$ cat config.mk
export PLATFORM = sky130hd
export DESIGN_NAME = udp_trigger_top
export DESIGN_NICKNAME = d
export VERILOG_FILES = /design/src/hw/stream_pkg.sv /design/src/hw/trigger_pkg.sv /design/src/hw/frame_ctrl.sv /design/src/hw/header_match.sv /design/src/hw/payload_align.sv /design/src/hw/sample_queue.sv /design/src/hw/traffic_counters.sv /design/src/hw/udp_trigger_top.sv
export VERILOG_INCLUDE_DIRS = /design/src /design/src/hw
export SDC_FILE = /design/constraint.sdc
export NUM_CORES = 1
export LEC_CHECK = 0
export BUFFER_PORTS_ARGS = -buffer_cell sky130_fd_sc_hd__buf_2
export CAP_MARGIN = 20
export CORE_AREA = 10 10 467 469
export DETAILED_ROUTE_END_ITERATION = 16
export DIE_AREA = 0 0 477 479
export GPL_TIMING_DRIVEN = 0
export SETUP_SLACK_MARGIN = 0.4
export SYNTH_ARGS = -nofsm -noshare
export SYNTH_HDL_FRONTEND = slang
export SYNTH_SLANG_ARGS = --single-unit
export TNS_END_PERCENT = 10
$ cat constraint.sdc
create_clock -name axis_aclk -period 17 [get_ports axis_aclk]
set_input_delay 3.4 -clock axis_aclk [delete_from_list [all_inputs] [get_ports axis_aclk]]
set_output_delay 3.4 -clock axis_aclk [all_outputs]
set_load 0.05 [all_outputs]
$ cat src/hw/udp_trigger_macros.svh
// ------------------------------------------------------------
// stream widths, header field positions and match values
// for the udp trigger tap, plus queue depth and counter width
// ------------------------------------------------------------
`ifndef UDP_TRIGGER_MACROS_SVH
`define UDP_TRIGGER_MACROS_SVH

// axi stream widths
`define UDPT_DATA_W 256
`define UDPT_KEEP_W 32
`define UDPT_USER_W 128

// field offsets inside a beat
// ethertype and ip protocol sit in beat 0, udp dport in beat 1
`define UDPT_ETH_TYPE_POS 96
`define UDPT_IP_PROTO_POS 184
`define UDPT_UDP_DPORT_POS 32

// match values, ethertype in wire byte order
`define UDPT_IP_TYPE 16'h0008
`define UDPT_UDP_PROTO 8'h11
`define UDPT_TRIG_PORT 16'd12345

// low bits of a beat that complete a sample
`define UDPT_SPLIT 80

`define UDPT_QUEUE_DEPTH 4
`define UDPT_CNT_W 32

`endif

$ cat src/hw/stream_pkg.sv
// ------------------------------------------------------------
// axi stream side types
// data, keep and user vectors and the packed beat struct
// ------------------------------------------------------------
`include "udp_trigger_macros.svh"

package stream_pkg;

	typedef logic [`UDPT_DATA_W-1:0] tdata_t;
	typedef logic [`UDPT_KEEP_W-1:0] tkeep_t;
	typedef logic [`UDPT_USER_W-1:0] tuser_t;

	// one beat minus the handshake, which travels beside it
	typedef struct packed {
		tdata_t data;
		tkeep_t keep;
		tuser_t user;
		logic   last;
	} axis_beat_t;

endpackage

$ cat src/hw/trigger_pkg.sv
// ------------------------------------------------------------
// trigger side types
// sample and carried payload, stat counters and their bundle,
// parser state encoding
// ------------------------------------------------------------
`include "udp_trigger_macros.svh"

package trigger_pkg;

	typedef logic [`UDPT_DATA_W-1:0] sample_t;

	// upper part of a beat kept for the next sample
	typedef logic [`UDPT_DATA_W-`UDPT_SPLIT-1:0] held_t;

	// msb is a sticky overflow flag above the count
	typedef logic [`UDPT_CNT_W-1:0] stat_cnt_t;

	typedef struct packed {
		stat_cnt_t frames_in;
		stat_cnt_t frames_matched;
		stat_cnt_t samples_queued;
		stat_cnt_t samples_dropped;
	} stats_t;

	// position of the parser inside a frame
	typedef enum logic [1:0] {
		HDR0,
		HDR1,
		BODY,
		SKIP
	} parse_state_t;

endpackage

$ cat src/hw/frame_ctrl.sv
// ------------------------------------------------------------
// frame parser FSM
// tracks beat position, enables header checks and sampling,
// flags frame end and matched frame end
// ------------------------------------------------------------
`timescale 1ns/1ps

module frame_ctrl (
	input  logic axis_aclk,
	input  logic cf_rstn,
	input  logic beat_fire_i,
	input  logic beat_last_i,
	input  logic ip_udp_ok_i,
	input  logic port_ok_i,
	output logic hdr0_en_o,
	output logic hdr1_en_o,
	output logic sample_en_o,
	output logic load_en_o,
	output logic frame_done_o,
	output logic frame_matched_o
);

	trigger_pkg::parse_state_t state_q;
	trigger_pkg::parse_state_t state_d;
	logic hdr_ok;
	logic body_fire;

	// both flags are registered by the time BODY is entered
	assign hdr_ok = ip_udp_ok_i & port_ok_i;
	assign body_fire = beat_fire_i & (state_q == trigger_pkg::BODY) & hdr_ok;

	always_comb begin
		state_d = state_q;
		if (beat_fire_i) begin
			if (beat_last_i) begin
				state_d = trigger_pkg::HDR0;
			end else begin
				case (state_q)
					trigger_pkg::HDR0: state_d = trigger_pkg::HDR1;
					trigger_pkg::HDR1: state_d = trigger_pkg::BODY;
					// header mismatch, ignore rest of frame
					trigger_pkg::BODY: state_d = hdr_ok ? trigger_pkg::BODY : trigger_pkg::SKIP;
					default: state_d = trigger_pkg::SKIP;
				endcase
			end
		end
	end

	always_ff @(posedge axis_aclk) begin
		if (!cf_rstn) begin
			state_q <= trigger_pkg::HDR0;
		end else begin
			state_q <= state_d;
		end
	end

	assign hdr0_en_o = beat_fire_i & (state_q == trigger_pkg::HDR0);
	assign hdr1_en_o = beat_fire_i & (state_q == trigger_pkg::HDR1);
	// beat 1 payload is loaded for every frame
	assign load_en_o = hdr1_en_o;
	assign sample_en_o = body_fire;

	assign frame_done_o = beat_fire_i & beat_last_i;
	assign frame_matched_o = body_fire & beat_last_i;

endmodule

$ cat src/hw/header_match.sv
// ------------------------------------------------------------
// header field compare
// ethertype and protocol on beat 0, dest port on beat 1,
// results held as per-frame flags
// ------------------------------------------------------------
`timescale 1ns/1ps
`include "udp_trigger_macros.svh"

module header_match (
	input  logic              axis_aclk,
	input  logic              cf_rstn,
	input  stream_pkg::tdata_t beat_i,
	input  logic              hdr0_en_i,
	input  logic              hdr1_en_i,
	output logic              ip_udp_ok_o,
	output logic              port_ok_o
);

	logic eth_hit;
	logic proto_hit;
	logic port_hit;

	assign eth_hit = beat_i[`UDPT_ETH_TYPE_POS +: 16] == `UDPT_IP_TYPE;
	assign proto_hit = beat_i[`UDPT_IP_PROTO_POS +: 8] == `UDPT_UDP_PROTO;
	assign port_hit = beat_i[`UDPT_UDP_DPORT_POS +: 16] == `UDPT_TRIG_PORT;

	// flags stay put until the next frame's header beats
	always_ff @(posedge axis_aclk) begin
		if (!cf_rstn) begin
			ip_udp_ok_o <= 1'b0;
			port_ok_o <= 1'b0;
		end else begin
			if (hdr0_en_i) begin
				ip_udp_ok_o <= eth_hit & proto_hit;
			end
			if (hdr1_en_i) begin
				port_ok_o <= port_hit;
			end
		end
	end

endmodule

$ cat src/hw/payload_align.sv
// ------------------------------------------------------------
// payload realignment
// carries the top of each beat into the next and emits
// 256-bit samples from low current bits over held bits
// ------------------------------------------------------------
`timescale 1ns/1ps
`include "udp_trigger_macros.svh"

module payload_align (
	input  logic                 axis_aclk,
	input  logic                 cf_rstn,
	input  stream_pkg::tdata_t   beat_i,
	input  logic                 load_en_i,
	input  logic                 sample_en_i,
	output trigger_pkg::sample_t sample_o,
	output logic                 sample_valid_o
);

	trigger_pkg::held_t held_q;

	// data path
	always_ff @(posedge axis_aclk) begin
		if (load_en_i || sample_en_i) begin
			held_q <= beat_i[`UDPT_DATA_W-1:`UDPT_SPLIT];
		end
		if (sample_en_i) begin
			// low bits of this beat land above the previous beat's top
			sample_o <= {beat_i[`UDPT_SPLIT-1:0], held_q};
		end
	end

	always_ff @(posedge axis_aclk) begin
		if (!cf_rstn) begin
			sample_valid_o <= 1'b0;
		end else begin
			sample_valid_o <= sample_en_i;
		end
	end

endmodule

$ cat src/hw/sample_queue.sv
// ------------------------------------------------------------
// sample FIFO with drop on full
// head entry presented on a four-phase req/ack port
// ------------------------------------------------------------
`timescale 1ns/1ps
`include "udp_trigger_macros.svh"

module sample_queue #(
	parameter int DEPTH = `UDPT_QUEUE_DEPTH
) (
	input  logic                 axis_aclk,
	input  logic                 cf_rstn,
	input  trigger_pkg::sample_t sample_i,
	input  logic                 sample_valid_i,
	output trigger_pkg::sample_t sample_o,
	output logic                 sample_req_o,
	input  logic                 sample_ack_i,
	output logic                 queued_o,
	output logic                 dropped_o
);

	localparam int AW = $clog2(DEPTH);

	typedef enum logic [1:0] {
		PH_IDLE,
		PH_REQ,
		PH_RELEASE
	} phase_t;

	trigger_pkg::sample_t mem [DEPTH];
	logic [AW-1:0] wr_ptr;
	logic [AW-1:0] rd_ptr;
	logic [AW:0]   count;
	phase_t        phase_q;
	logic          full;
	logic          push;
	logic          pop;

	assign full = count == (AW+1)'(DEPTH);
	assign push = sample_valid_i & ~full;
	assign pop = (phase_q == PH_REQ) & sample_ack_i;

	assign queued_o = push;
	assign dropped_o = sample_valid_i & full;

	always_ff @(posedge axis_aclk) begin
		if (push) begin
			mem[wr_ptr] <= sample_i;
		end
	end

	// head stays fixed while req is up, writes go to free slots
	assign sample_o = mem[rd_ptr];
	assign sample_req_o = phase_q == PH_REQ;

	always_ff @(posedge axis_aclk) begin
		if (!cf_rstn) begin
			wr_ptr <= '0;
			rd_ptr <= '0;
			count <= '0;
			phase_q <= PH_IDLE;
		end else begin
			if (push) begin
				wr_ptr <= wr_ptr + 1'b1;
			end
			if (pop) begin
				rd_ptr <= rd_ptr + 1'b1;
			end
			count <= count + push - pop;

			case (phase_q)
				PH_IDLE: begin
					if (count != '0 && !sample_ack_i) begin
						phase_q <= PH_REQ;
					end
				end
				// ack seen, entry popped, req falls
				PH_REQ: begin
					if (sample_ack_i) begin
						phase_q <= PH_RELEASE;
					end
				end
				// wait for consumer to drop ack
				default: begin
					if (!sample_ack_i) begin
						phase_q <= PH_IDLE;
					end
				end
			endcase
		end
	end

endmodule

$ cat src/hw/traffic_counters.sv
// ------------------------------------------------------------
// traffic statistics
// frame, match, queued and dropped counters, each with
// a sticky wrap flag in the msb, cleared by clear_i
// ------------------------------------------------------------
`timescale 1ns/1ps
`include "udp_trigger_macros.svh"

module traffic_counters (
	input  logic                axis_aclk,
	input  logic                cf_rstn,
	input  logic                clear_i,
	input  logic                frame_done_i,
	input  logic                frame_matched_i,
	input  logic                queued_i,
	input  logic                dropped_i,
	output trigger_pkg::stats_t stats_o
);

	trigger_pkg::stats_t stats_q;

	// count in the low bits, msb latches once they wrap
	function automatic trigger_pkg::stat_cnt_t bump(
		input trigger_pkg::stat_cnt_t cnt,
		input logic inc
	);
		trigger_pkg::stat_cnt_t nxt;
		nxt = cnt;
		if (inc) begin
			nxt[`UDPT_CNT_W-2:0] = cnt[`UDPT_CNT_W-2:0] + 1'b1;
			if (&cnt[`UDPT_CNT_W-2:0]) begin
				nxt[`UDPT_CNT_W-1] = 1'b1;
			end
		end
		return nxt;
	endfunction

	always_ff @(posedge axis_aclk) begin
		if (!cf_rstn) begin
			stats_q <= '0;
		end else if (clear_i) begin
			stats_q <= '0;
		end else begin
			stats_q.frames_in <= bump(stats_q.frames_in, frame_done_i);
			stats_q.frames_matched <= bump(stats_q.frames_matched, frame_matched_i);
			stats_q.samples_queued <= bump(stats_q.samples_queued, queued_i);
			stats_q.samples_dropped <= bump(stats_q.samples_dropped, dropped_i);
		end
	end

	assign stats_o = stats_q;

endmodule

$ cat src/hw/udp_trigger_top.sv
// ------------------------------------------------------------
// udp trigger tap top level
// stream passthrough plus parser, realignment, sample queue
// and statistics
// ------------------------------------------------------------
`timescale 1ns/1ps

module udp_trigger_top (
	input  logic                   axis_aclk,
	input  logic                   cf_rstn,
	input  stream_pkg::axis_beat_t s_beat_i,
	input  logic                   s_tvalid_i,
	output logic                   s_tready_o,
	output stream_pkg::axis_beat_t m_beat_o,
	output logic                   m_tvalid_o,
	input  logic                   m_tready_i,
	output trigger_pkg::sample_t   sample_o,
	output logic                   sample_req_o,
	input  logic                   sample_ack_i,
	output trigger_pkg::stats_t    stats_o,
	input  logic                   clear_i
);

	logic beat_fire;
	logic hdr0_en;
	logic hdr1_en;
	logic sample_en;
	logic load_en;
	logic ip_udp_ok;
	logic port_ok;
	logic frame_done;
	logic frame_matched;
	logic queued;
	logic dropped;
	logic sample_valid;
	trigger_pkg::sample_t sample;

	// straight passthrough, downstream ready goes back upstream
	assign m_beat_o = s_beat_i;
	assign m_tvalid_o = s_tvalid_i;
	assign s_tready_o = m_tready_i;
	assign beat_fire = s_tvalid_i & m_tready_i;

	frame_ctrl u_frame_ctrl (
		.axis_aclk       (axis_aclk),
		.cf_rstn         (cf_rstn),
		.beat_fire_i     (beat_fire),
		.beat_last_i     (s_beat_i.last),
		.ip_udp_ok_i     (ip_udp_ok),
		.port_ok_i       (port_ok),
		.hdr0_en_o       (hdr0_en),
		.hdr1_en_o       (hdr1_en),
		.sample_en_o     (sample_en),
		.load_en_o       (load_en),
		.frame_done_o    (frame_done),
		.frame_matched_o (frame_matched)
	);

	header_match u_header_match (
		.axis_aclk   (axis_aclk),
		.cf_rstn     (cf_rstn),
		.beat_i      (s_beat_i.data),
		.hdr0_en_i   (hdr0_en),
		.hdr1_en_i   (hdr1_en),
		.ip_udp_ok_o (ip_udp_ok),
		.port_ok_o   (port_ok)
	);

	payload_align u_payload_align (
		.axis_aclk      (axis_aclk),
		.cf_rstn        (cf_rstn),
		.beat_i         (s_beat_i.data),
		.load_en_i      (load_en),
		.sample_en_i    (sample_en),
		.sample_o       (sample),
		.sample_valid_o (sample_valid)
	);

	sample_queue u_sample_queue (
		.axis_aclk      (axis_aclk),
		.cf_rstn        (cf_rstn),
		.sample_i       (sample),
		.sample_valid_i (sample_valid),
		.sample_o       (sample_o),
		.sample_req_o   (sample_req_o),
		.sample_ack_i   (sample_ack_i),
		.queued_o       (queued),
		.dropped_o      (dropped)
	);

	traffic_counters u_traffic_counters (
		.axis_aclk       (axis_aclk),
		.cf_rstn         (cf_rstn),
		.clear_i         (clear_i),
		.frame_done_i    (frame_done),
		.frame_matched_i (frame_matched),
		.queued_i        (queued),
		.dropped_i       (dropped),
		.stats_o         (stats_o)
	);

endmodule

==> summary.txt, run 1 <==
Run status -> complete, no violations
Clock Skews -> 36.93 ps
Slew Limit Fails -> 0
Startpoint Class -> primary input
Synthesized Nets -> 3371
GR Util met1 -> 0.1709
Leak -> 26.30 nW
Crit Path Max Fanout -> 3
Seq pwr share -> 0.502
DR DRC count -> 0
Worst Hold Class -> reg -> reg
CP Data Required Time -> 13600 ps
GR Util All Layers -> 0.1398
Clk pin slew, worst setup/hold paths -> 60 ps
Critical Path AT -> 4050 ps
Max-slew headroom -> 0.3572
Clock Sinks -> 1600
Total gr overflow -> 0
Final setup violation count -> 0
Main synth FF type -> edfxtp_1
Register bit total from synthesis -> 1600
Slew @ Worst Pin -> 964.2 ps
Number of global-route vias before repair -> 32524
Clk Latency, worst-skew pair -> 810 ps
M2 GR Usage -> 0.2471
Most frequent cells in the layout -> edfxtp_1, buf_2, buf_4
Worst r2r path cells -> 7
Placer congestion estimate -> 0.8566
Area taken by multi-input logic gates -> 0.009326 sq mm
Die H -> 479 microns
First-pass GRT wire length -> 235700 microns
Nets -> 4652
Worst VDD drop -> 0.09684 mV
Vias per cell -> 4.318
IO Pins -> 1227
Post-synthesis cell type count -> 52
R2r setup slk -> 13410 ps
Initial antenna violation count -> 16
Total Die Area -> 0.2285 sq mm
Post-Syn Instances -> 2938
CP startpoint -> s_beat_i[348]
Share of layout cells above drive strength 1 -> 0.4774
Row Count -> 168
Mean Syn Cell Area -> 20.24 sq um
Starting Density -> 0.2849
Post-synthesis sequential area ratio -> 0.7837
Hold slack -> 387.6 ps
Final-layout fill cell count -> 19412
HPWL Detailed -> 120000 microns
H-Tree Depth -> 4
Crit. End Element -> primary output
Crit Path Class -> in -> out
GR Util met3 -> 0.03804
Minimum clock period -> 7452 ps
Final WL -> 166900 microns
RSZ-0062 raised after global routing -> false
Clk pwr share -> 0.437
Die width -> 477 microns
Post-cts resize count -> 0
Sw Ratio -> 0.2244
Setup bufs post-CTS -> 0
Detail Route Antenna Nets -> 0
Worst reg2reg path endpoint -> u_sample_queue.mem[3][237]$_DFFE_PP_
Area growth from synthesis to final layout -> 26.08%
Root Buffer -> clkbuf_16
Fraction of registers with async set/reset -> 0
Power Total -> 0.008459 W
Commonest non-fill, non-tap cell in the layout -> edfxtp_1
Input/output buffers -> 1066
Via Count -> 30933
Core area -> 0.2087 sq mm
Largest net degree at the start of global routing -> 52
Yosys warning count -> 0
Post-CTS Hold Buffers -> 0
Max cap viols -> 0
Reg-to-reg startpoint -> u_sample_queue.count[1]$_SDFF_PN0_
Pwr dens -> 112.8 mW/mm^2
WL per Instance -> 23.29 microns
Number of synthesized flops with an enable pin -> 1456
Hold endpoint -> u_payload_align.sample_o[113]$_DFFE_PN_
TritonCTS clock tree -> built
Hold Crit Depth -> 0
Min-delay src -> u_payload_align.held_q[113]$_DFFE_PP_
Gr busiest metal -> met2
Sequential Area -> 0.04660 sq mm
Max Root-Sink Buffers -> 3
Initial DRC count -> 2353
Switch Pwr -> 0.001899 W
Logic gate share of total power -> 0.061
CTS buffer count -> 170
Pre-antenna DRT Iters -> 7
Final period util -> 0.4384
Max Freq -> 134.2 MHz
Internal cell power -> 0.006560 W
Final Hold Fails -> 0
Post-Syn Area -> 0.05947 sq mm
-- area by class of cell --
type / instances / area share
Sequential cell: 1600 / 0.6216
Multi-Input combinational cell: 819 / 0.1244
Timing Repair Buffer: 1109 / 0.08491
Clock buffer: 213 / 0.06001
Buffer: 505 / 0.04691
Tap cell: 2805 / 0.04681
Clock inverter: 95 / 0.01454
Inverter: 14 / 0.0007009
Antenna cell: 4 / 0.0001335
-- cells by family after synthesis --
kind of cell / synth area share
AO/OA/AOI/OAI: 0.003219
XOR/XNOR: 0.01694
adder cells (fa/ha/maj): 0.002230
buffers and inverters: 0.05994
flip-flops: 0.7837
multiplexers: 0.09796
AND/OR/NAND/NOR: 0.03600
-- synth_stat cells, types with 19 or more instances --
cell type | count | area share
and2_1 | 21 | 0.0022
and3_1 | 19 | 0.0020
buf_2 | 29 | 0.0024
buf_4 | 419 | 0.053
clkbuf_1 | 44 | 0.0028
dfxtp_1 | 144 | 0.048
edfxtp_1 | 1456 | 0.74
mux4_2 | 256 | 0.097
nand2_1 | 45 | 0.0028
nand3_1 | 47 | 0.0040
nand4_1 | 42 | 0.0044
nor2_1 | 126 | 0.0080
nor3_1 | 28 | 0.0024
xnor2_1 | 55 | 0.0081
xor2_1 | 60 | 0.0088
-- per-stage QoR --
step / cell area [sq um] / worst slack [ps] / setup TNS [ps] / util / std cells
finish: 74980 / 9548 / 0 / 0.3592 / 7164
floorplan: 59470 / 1555 / 0 / - / 2938
detailed placement: 69380 / 9465 / 0 / 0.3324 / 6852
global route: 74970 / 9438 / 0 / 0.3592 / 7161
global placement: 68310 / -10440 / -3419960 / 0.3273 / 6809
CTS: 74970 / 9467 / 0 / 0.3592 / 7160
-- routing by layer --
metal | part of all wire | routed length [microns]
met5 | 0.00014 | 23
met4 | 0.015 | 2559
met1 | 0.40 | 66700
met2 | 0.52 | 86160
met3 | 0.068 | 11430
-- flip-flops by register name, indices dropped and copies added (netlist names), named ones only --
register	count
u_sample_queue.phase_q	2
u_traffic_counters.stats_o	128
u_sample_queue.rd_ptr	2
u_payload_align.held_q	176
u_sample_queue.mem	1024
u_frame_ctrl.state_q	2
u_header_match.port_ok_o	1
u_header_match.ip_udp_ok_o	1
u_payload_align.sample_o	256
u_sample_queue.count	3
u_sample_queue.wr_ptr	2
u_payload_align.sample_valid_o	1
-- worst max-delay path by stage --
stage	depth (start not counted)	end	slack, ps
6_report	3	m_beat_o[348]	9550
5_1_grt	5	sample_o[218]	9440
4_1_cts	3	m_beat_o[345]	9470
3_5_place_dp	3	m_beat_o[345]	9460
3_3_place_gp	6	u_traffic_counters.stats_o[66]$_SDFFE_PP0N_	-10440
2_1_floorplan	5	u_traffic_counters.stats_o[66]$_SDFFE_PP0N_	1550
-- critical path, cell delays in order --
cell and delay, ps:
buf_2 240, buf_4 160, buf_2 250
-- power by group through the flow --
stage               sequential, W  combinational, W  clock, W
finish                    0.00425          0.000513   0.00370
global placement          0.00433          0.000520         0
global route              0.00424          0.000536   0.00399
CTS                       0.00425          0.000523   0.00382
floorplan                 0.00433          0.000363         0
detailed placement        0.00433          0.000521         0
Power figures use the tool's default switching activity.
==> run 2, diff against run 1 <==
CORE_AREA = 10 10 466 468   (was 10 10 467 469)
DIE_AREA = 0 0 476 478   (was 0 0 477 479)
clock period = 6.65 ns   (was 17 ns; I/O delays follow)
==> run 2 against run 1 <==
Net effect:
- via count is 0.44% lower
- global-route usage is 0.33 points lower
- non-clock buffer count is 5 higher
- first-iteration DRC count is 9.9% lower
- die area is 0.42% lower
- sequential power grew to 2.6 times the previous value
- design area is 0.10% higher
- combinational power grew to 2.5 times the previous value
- register-to-register slack worse by 10000 ps
- worst hold slack better by 17 ps
- final cell count is 0.15% higher
- sequential share of layout area is 0.063 points lower
- critical path type is now reg -> out
==> summary.txt, run 2 (synthesized netlist as in run 1, its figures left out) <==
Setup WS post-layout -> 1687 ps (was 9548 ps)
Crit. End Element -> primary output (unchanged)
Worst VDD drop -> 0.2540 mV (was 0.09684 mV)
Area growth from synthesis to final layout -> 26.21% (was 26.08%)
CP Data Required Time -> 5320 ps (was 13600 ps)
Worst Hold Class -> reg -> reg (unchanged)
Largest net degree at the start of global routing -> 53 (was 52)
Core area -> 0.2083 sq mm (was 0.2087 sq mm)
Clk Latency, worst-skew pair -> 810 ps (about the same)
Max cap viols -> 0 (unchanged)
Power Total -> 0.02156 W (was 0.008459 W)
Initial antenna violation count -> 12 (was 16)
Final period util -> 0.7464
Post-CTS Hold Buffers -> 0 (unchanged)
Final setup violation count -> 0 (unchanged)
Detail Route Antenna Nets -> 0 (unchanged)
Most frequent cells in the layout -> edfxtp_1, buf_2, buf_4 (unchanged)
Die H -> 478 microns (was 479 microns)
Final-layout fill cell count -> 19387 (was 19412)
Number of global-route vias before repair -> 32237 (was 32524)
Top Registers -> u_sample_queue.mem x1024, u_payload_align.sample_o x256, u_payload_align.held_q x176 (unchanged)
Clock Skews -> 33.04 ps (was 36.93 ps)
Worst slack, placed -> 2285 ps (was 9465 ps)
Final Hold Fails -> 0 (unchanged)
RSZ-0062 raised after global routing -> false (unchanged)
Minimum clock period -> 4963 ps
Crit Path Max Fanout -> 12 (was 3)
Clock Sinks -> 1600 (unchanged)
Leak -> 26.36 nW (was 26.30 nW)
Pre-antenna DRT Iters -> 5 (was 7)
HPWL Detailed -> 116400 microns (was 120000 microns)
Root Buffer -> clkbuf_16 (unchanged)
Max Root-Sink Buffers -> 3 (unchanged)
Max-slew headroom -> 0.3279 (was 0.3572)
Post-cts resize count -> 0 (unchanged)
Via Count -> 30797 (was 30933)
Top reg by flops -> u_sample_queue.mem (unchanged)
Critical-path top delay cell -> buf_1 (was buf_2)
First-pass GRT wire length -> 229300 microns (was 235700 microns)
CTS buffer count -> 170 (unchanged)
Placer congestion estimate -> 0.8236 (was 0.8566)
Slew Limit Fails -> 0 (unchanged)
IO Pins -> 1227 (unchanged)
Crit Path Class -> reg -> out (was in -> out)
Total gr overflow -> 0 (unchanged)
Area taken by multi-input logic gates -> 0.009333 sq mm (was 0.009326 sq mm)
Die width -> 476 microns (was 477 microns)
Pwr dens -> 287.3 mW/mm^2 (was 112.8 mW/mm^2)
Input/output buffers -> 1066 (unchanged)
Clk pin slew, worst setup/hold paths -> 60 ps (about the same)
Sequential Area -> 0.04660 sq mm (unchanged)
Row Count -> 168 (unchanged)
Vias per cell -> 4.292 (was 4.318)
Commonest non-fill, non-tap cell in the layout -> edfxtp_1 (unchanged)
Final WL -> 162500 microns (was 166900 microns)
Starting Density -> 0.2855 (was 0.2849)
Slowest stage delay, CP -> 810 ps (was 250 ps)
Initial DRC count -> 2120 (was 2353)
Setup bufs post-CTS -> 0 (unchanged)
WL per Instance -> 22.64 microns (was 23.29 microns)
Startpoint Class -> flip-flop (was primary input)
Run status -> complete, no violations (unchanged)
DR DRC count -> 0 (unchanged)
H-Tree Depth -> 4 (unchanged)
GR Util All Layers -> 0.1365 (was 0.1398)
TritonCTS clock tree -> built (unchanged)
Share of layout cells above drive strength 1 -> 0.4788 (was 0.4774)
Slew @ Worst Pin -> 1008 ps (was 964.2 ps)
Total Die Area -> 0.2275 sq mm (was 0.2285 sq mm)
Max Freq -> 201.5 MHz
Max reg flops -> 1024 (unchanged)
Crit-path cells -> clkbuf_2 -> buf_1 -> mux4_2 -> buf_2 (was buf_2 -> buf_4 -> buf_2)
Nets -> 4657 (was 4652)
Critical Path AT -> 3630 ps (was 4050 ps)
run 2: cell type report:
type / count / area share
diodes: 5 / 0.0001667
plain buffers: 505 / 0.04686
clock buffers: 209 / 0.06030
clock inverters: 104 / 0.01370
inverters: 14 / 0.0007002
multi-input cells: 819 / 0.1243
flip-flops and latches: 1600 / 0.6210
well taps: 2805 / 0.04676
repair buffers: 1114 / 0.08619
run 2: per-layer routing:
metal / vias up / global-route usage / share of wire
met4: 4 / 0.03495 / 0.021
met2: 1099 / 0.2369 / 0.51
met5: - / 0 / 0.00015
met1: 15763 / 0.1660 / 0.40
met3: 212 / 0.03911 / 0.075
li1: 13719 / - / -
run 2: worst max-delay path: cells and delay by family (launching register included):
family                 cells  cell delay, ps
buffers and inverters      3            1820
DFF                        1             570
muxes                      1             400
run 2: worst paths after layout:
kind,startpoint,end,slack (ps),cells after the start
setup / recovery,flip-flop,sample_o[117],1690,4
hold / removal,u_payload_align.held_q[131]$_DFFE_PP_,u_payload_align.sample_o[131]$_DFFE_PN_,400,0
setup reg to reg,u_sample_queue.count[1]$_SDFF_PN0_,u_sample_queue.mem[0][220]$_DFFE_PP_,3460,6
hold reg to reg,u_payload_align.held_q[131]$_DFFE_PP_,u_payload_align.sample_o[131]$_DFFE_PN_,400,0
run 2: where the power goes:
group | internal, W | switching (W) | total [W]
Clock | 0.00542 | 0.00398 | 0.00940
Sequential | 0.0108 | 0.00000623 | 0.0109
Combinational | 0.000399 | 0.000904 | 0.00130
run 2: through the flow:
step	util	hold WS [ps]	TNS [ps]	instances	cell area, sq um
final	0.3603	404.8	0	7175	75050
after global routing	0.3602	403.7	0	7171	75040
after CTS	0.3602	385.7	0	7170	75040
after detailed placement	0.3336	404.5	0	6857	69490
after global placement	0.3280	402.1	-9511370	6809	68320
after floorplan	-	400.3	-975390	2938	59480
==> run 3, diff against run 2 <==
ABC_AREA = 1   (was unset)
CORE_AREA = 10 10 474 476   (was 10 10 466 468)
DIE_AREA = 0 0 484 486   (was 0 0 476 478)
clock period = 4.8 ns   (was 6.65 ns; I/O delays follow)
==> run 3 against run 2 <==
Net effect:
- die area is 3.4% higher
- clock skew is 31 ps higher
- core utilization is 0.052 points higher
- non-clock buffer count is 115 higher
==> summary.txt, run 3 <==
Logic gate share of total power -> 0.079 (was 0.060)
Final WL -> 216500 microns (was 162500 microns)
Crit Path Class -> reg -> out (unchanged)
Critical Path AT -> 3350 ps (was 3630 ps)
Via Count -> 40623 (was 30797)
Worst VDD drop -> 0.3511 mV (was 0.2540 mV)
Worst slack, placed -> -36.75 ps (was 2285 ps)
Synth area leaders -> edfxtp_1, buf_4, dfxtp_1, o21ai_0, nor2_1 (was edfxtp_1, mux4_2, buf_4, dfxtp_1, xor2_1)
Synthesized Nets -> 4948 (was 3371)
R2r setup slk -> 1140 ps (was 3460 ps)
Worst r2r path cells -> 12 (was 6)
CP top delay family -> buffers and inverters (unchanged)
Main synth FF type -> edfxtp_1 (unchanged)
RSZ-0062 raised after global routing -> true (was false)
Switch Pwr -> 0.007545 W (was 0.004893 W)
CTS buffer count -> 168 (was 170)
Sw Ratio -> 0.2471 (was 0.2269)
Clock Skews -> 64.39 ps (was 33.04 ps)
TritonCTS clock tree -> built (unchanged)
Register bit total from synthesis -> 1600 (unchanged)
Die H -> 486 microns (was 478 microns)
Post-synthesis sequential area ratio -> 0.7587 (was 0.7837)
Most frequent cells in the layout -> edfxtp_1, buf_2, nor2_1 (was edfxtp_1, buf_2, buf_4)
Initial antenna violation count -> 21 (was 12)
Row Count -> 171 (was 168)
Non-Filler Instances -> 8814 (was 7175)
Post-Syn Area -> 0.06143 sq mm (was 0.05947 sq mm)
Final TNS setup -> 0 ps (unchanged)
Placed cell areas -> 0.07175 sq mm (was 0.06949 sq mm)
Max Root-Sink Buffers -> 3 (unchanged)
H-Tree Depth -> 4 (unchanged)
Slowest stage delay, CP -> 360 ps (was 810 ps)
Crit-path cells -> buf_6 -> buf_6 -> buf_6 -> buf_4 -> clkbuf_2 -> nor2_1 -> o22ai_1 -> buf_2 (was clkbuf_2 -> buf_1 -> mux4_2 -> buf_2)
Root Buffer -> clkbuf_16 (unchanged)
Final setup violation count -> 0 (unchanged)
Startpoint Class -> flip-flop (unchanged)
Clk Latency, worst-skew pair -> 820 ps (was 810 ps)
Post-Syn Instances -> 4515 (was 2938)
Vias per cell -> 4.609 (was 4.292)
Count leader, synth -> edfxtp_1 (unchanged)
Yosys warning count -> 0 (unchanged)
HPWL Detailed -> 162700 microns (was 116400 microns)
CP endpoint -> sample_o[207] (was sample_o[117])
Setup WS post-layout -> 493.2 ps (was 1687 ps)
Yosys top cell by area -> edfxtp_1 (unchanged)
Clock Sinks -> 1600 (unchanged)
Max cap viols -> 0 (unchanged)
Worst path depth -> 8 (was 4)
Crit path buf inv count -> 6 (was 3)
Worst reg2reg path endpoint -> u_sample_queue.mem[2][5]$_DFFE_PP_ (was u_sample_queue.mem[0][220]$_DFFE_PP_)
Post-synthesis cell type count -> 43 (was 52)
Minimum clock period -> 4307 ps
Max Freq -> 232.2 MHz
Crit. End Element -> primary output (unchanged)
Clk pin slew, worst setup/hold paths -> 60 ps (about the same)
Internal cell power -> 0.02299 W (was 0.01667 W)
Largest net degree at the start of global routing -> 30 (was 53)
Max reg flops -> 1024 (unchanged)
Crit Path Max Fanout -> 10 (was 12)
DR DRC count -> 0 (unchanged)
Placer congestion estimate -> 0.9196 (was 0.8236)
Final period util -> 0.8973
GR Util All Layers -> 0.1753 (was 0.1365)
Share of layout cells above drive strength 1 -> 0.3325 (was 0.4788)
Detail Route Antenna Nets -> 0 (unchanged)
Fin area -> 0.07782 sq mm (was 0.07505 sq mm)
Top cells by count, synth -> edfxtp_1, nor2_1, o21ai_0 (was edfxtp_1, buf_4, mux4_2)
Max-slew headroom -> 0.3920 (was 0.3279)
First-pass GRT wire length -> 301700 microns (was 229300 microns)
Top Registers -> u_sample_queue.mem x1024, u_payload_align.sample_o x256, u_payload_align.held_q x176 (unchanged)
Die width -> 484 microns (was 476 microns)
Input/output buffers -> 1065 (was 1066)
Clk pwr share -> 0.428 (was 0.436)
GR Util met1 -> 0.2148 (was 0.1660)
Number of synthesized flops with an enable pin -> 1456 (unchanged)
Slew @ Worst Pin -> 912.0 ps (was 1008 ps)
Min-delay src -> s_beat_i[287] (was u_payload_align.held_q[131]$_DFFE_PP_)
Dpl cells -> 8499 (was 6857)
Mean Syn Cell Area -> 13.60 sq um (was 20.24 sq um)
Top reg by flops -> u_sample_queue.mem (unchanged)
Gr busiest metal -> met2 (unchanged)
Commonest non-fill, non-tap cell in the layout -> edfxtp_1 (unchanged)
Final Hold Fails -> 0 (unchanged)
Area growth from synthesis to final layout -> 26.68% (was 26.21%)
Initial DRC count -> 3465 (was 2120)
Reg-to-reg startpoint -> u_sample_queue.count[1]$_SDFF_PN0_ (unchanged)
Critical-path top delay cell -> o22ai_1 (was buf_1)
Total Die Area -> 0.2352 sq mm (was 0.2275 sq mm)
Run status -> complete, no violations (unchanged)
Hold slack -> 315.7 ps (was 404.8 ps)
Pre-antenna DRT Iters -> 5 (unchanged)
IO Pins -> 1227 (unchanged)
M2 GR Usage -> 0.2928 (was 0.2369)
Nets -> 6248 (was 4657)
Starting Density -> 0.2848 (was 0.2855)
Seq pwr share -> 0.493 (was 0.503)
CP Data Required Time -> 3840 ps (was 5320 ps)
Fraction of registers with async set/reset -> 0 (unchanged)
Leak -> 28.47 nW (was 26.36 nW)
Number of global-route vias before repair -> 40493 (was 32237)
Total gr overflow -> 0 (unchanged)
WL per Instance -> 24.56 microns (was 22.64 microns)
Setup bufs post-CTS -> 0 (unchanged)
Post-CTS Hold Buffers -> 0 (unchanged)
Crit path top cell by count -> buf_6
Pwr dens -> 392.4 mW/mm^2 (was 287.3 mW/mm^2)
Worst Hold Class -> in -> reg (was reg -> reg)
GR Util met3 -> 0.06240 (was 0.03911)
Synth top area share -> 0.7118 (was 0.7352)
Slew Limit Fails -> 0 (unchanged)
Core area -> 0.2157 sq mm (was 0.2083 sq mm)
==> run 3: cell types whose count changed in the layout (fill, tap and decap cells not counted), sizes merged, moves of 25 or more <==
cell,change
a21oi,+47
clkbuf,+85
inv,+163
mux4,-256
nand2,+230
nand3,+25
nor2,+630
o21ai,+549
o22ai,+256
xnor2,-51
xor2,-44
==> run 3: power groups by stage <==
| stage | clock network, W | logic, W | registers [W] |
|---|---|---|---|
| detailed placement | 0 | 0.00240 | 0.0154 |
| CTS | 0.0134 | 0.00243 | 0.0151 |
| floorplan | 0 | 0.00156 | 0.0154 |
| global route | 0.0140 | 0.00251 | 0.0151 |
| finish | 0.0131 | 0.00241 | 0.0151 |
| global placement | 0 | 0.00239 | 0.0154 |
==> run 3: logic make-up (layout without fill, tap and decap cells) <==
kind of cell | after synthesis | after routing | synth area share
flops | 1600 | 1600 | 0.7587
simple gates | 1209 | 1209 | 0.08264
compound gates | 889 | 889 | 0.07848
buf+inv | 787 | 2227 | 0.07516
xor+xnor | 20 | 20 | 0.002852
fa+ha+maj | 10 | 10 | 0.002159
other cells | 0 | 5 | 0
==> run 3: timing repair <==
item | CTS | global route
gates resized for setup | 127 | 22
pin swaps | 1 | 0
setup endpoints to repair | 252 | 113
==> run 3: worst min path at each step <==
stage	end	slack, ps	depth (start not counted)
after floorplan	u_payload_align.sample_o[0]$_DFFE_PN_	400	0
after global placement	u_payload_align.sample_o[137]$_DFFE_PN_	400	0
after detailed placement	u_payload_align.sample_o[105]$_DFFE_PN_	400	0
after CTS	u_payload_align.held_q[46]$_DFFE_PP_	220	1
after global routing	u_payload_align.held_q[46]$_DFFE_PP_	240	1
final	u_payload_align.held_q[46]$_DFFE_PP_	320	1
==> run 3: area by class of cell <==
cell class | count | area, sq um
Inverter | 183 | 688.2
Sequential cell | 1600 | 46610
Multi-Input combinational cell | 2128 | 10450
Clock buffer | 203 | 4415
Tap cell | 2854 | 3571
Timing Repair Buffer | 1130 | 6766
Fill cell | 20739 | 137900
Clock inverter | 107 | 1235
Buffer | 604 | 4076
Antenna cell | 5 | 12.51
==> run 3: per-stage QoR <==
stage / utilization / power (W)
after detailed placement: 0.3327 / 0.01777
after CTS: 0.3606 / 0.03088
final: 0.3608 / 0.03054
after global placement: 0.3264 / 0.01776
after floorplan: - / 0.01692
after global routing: 0.3608 / 0.03156
==> run 3: per-layer routing <==
layer	up-vias	routed length, microns
met5	-	26
met4	4	5819
met3	269	21230
met2	1790	103900
met1	20055	85490
li1	18505	-
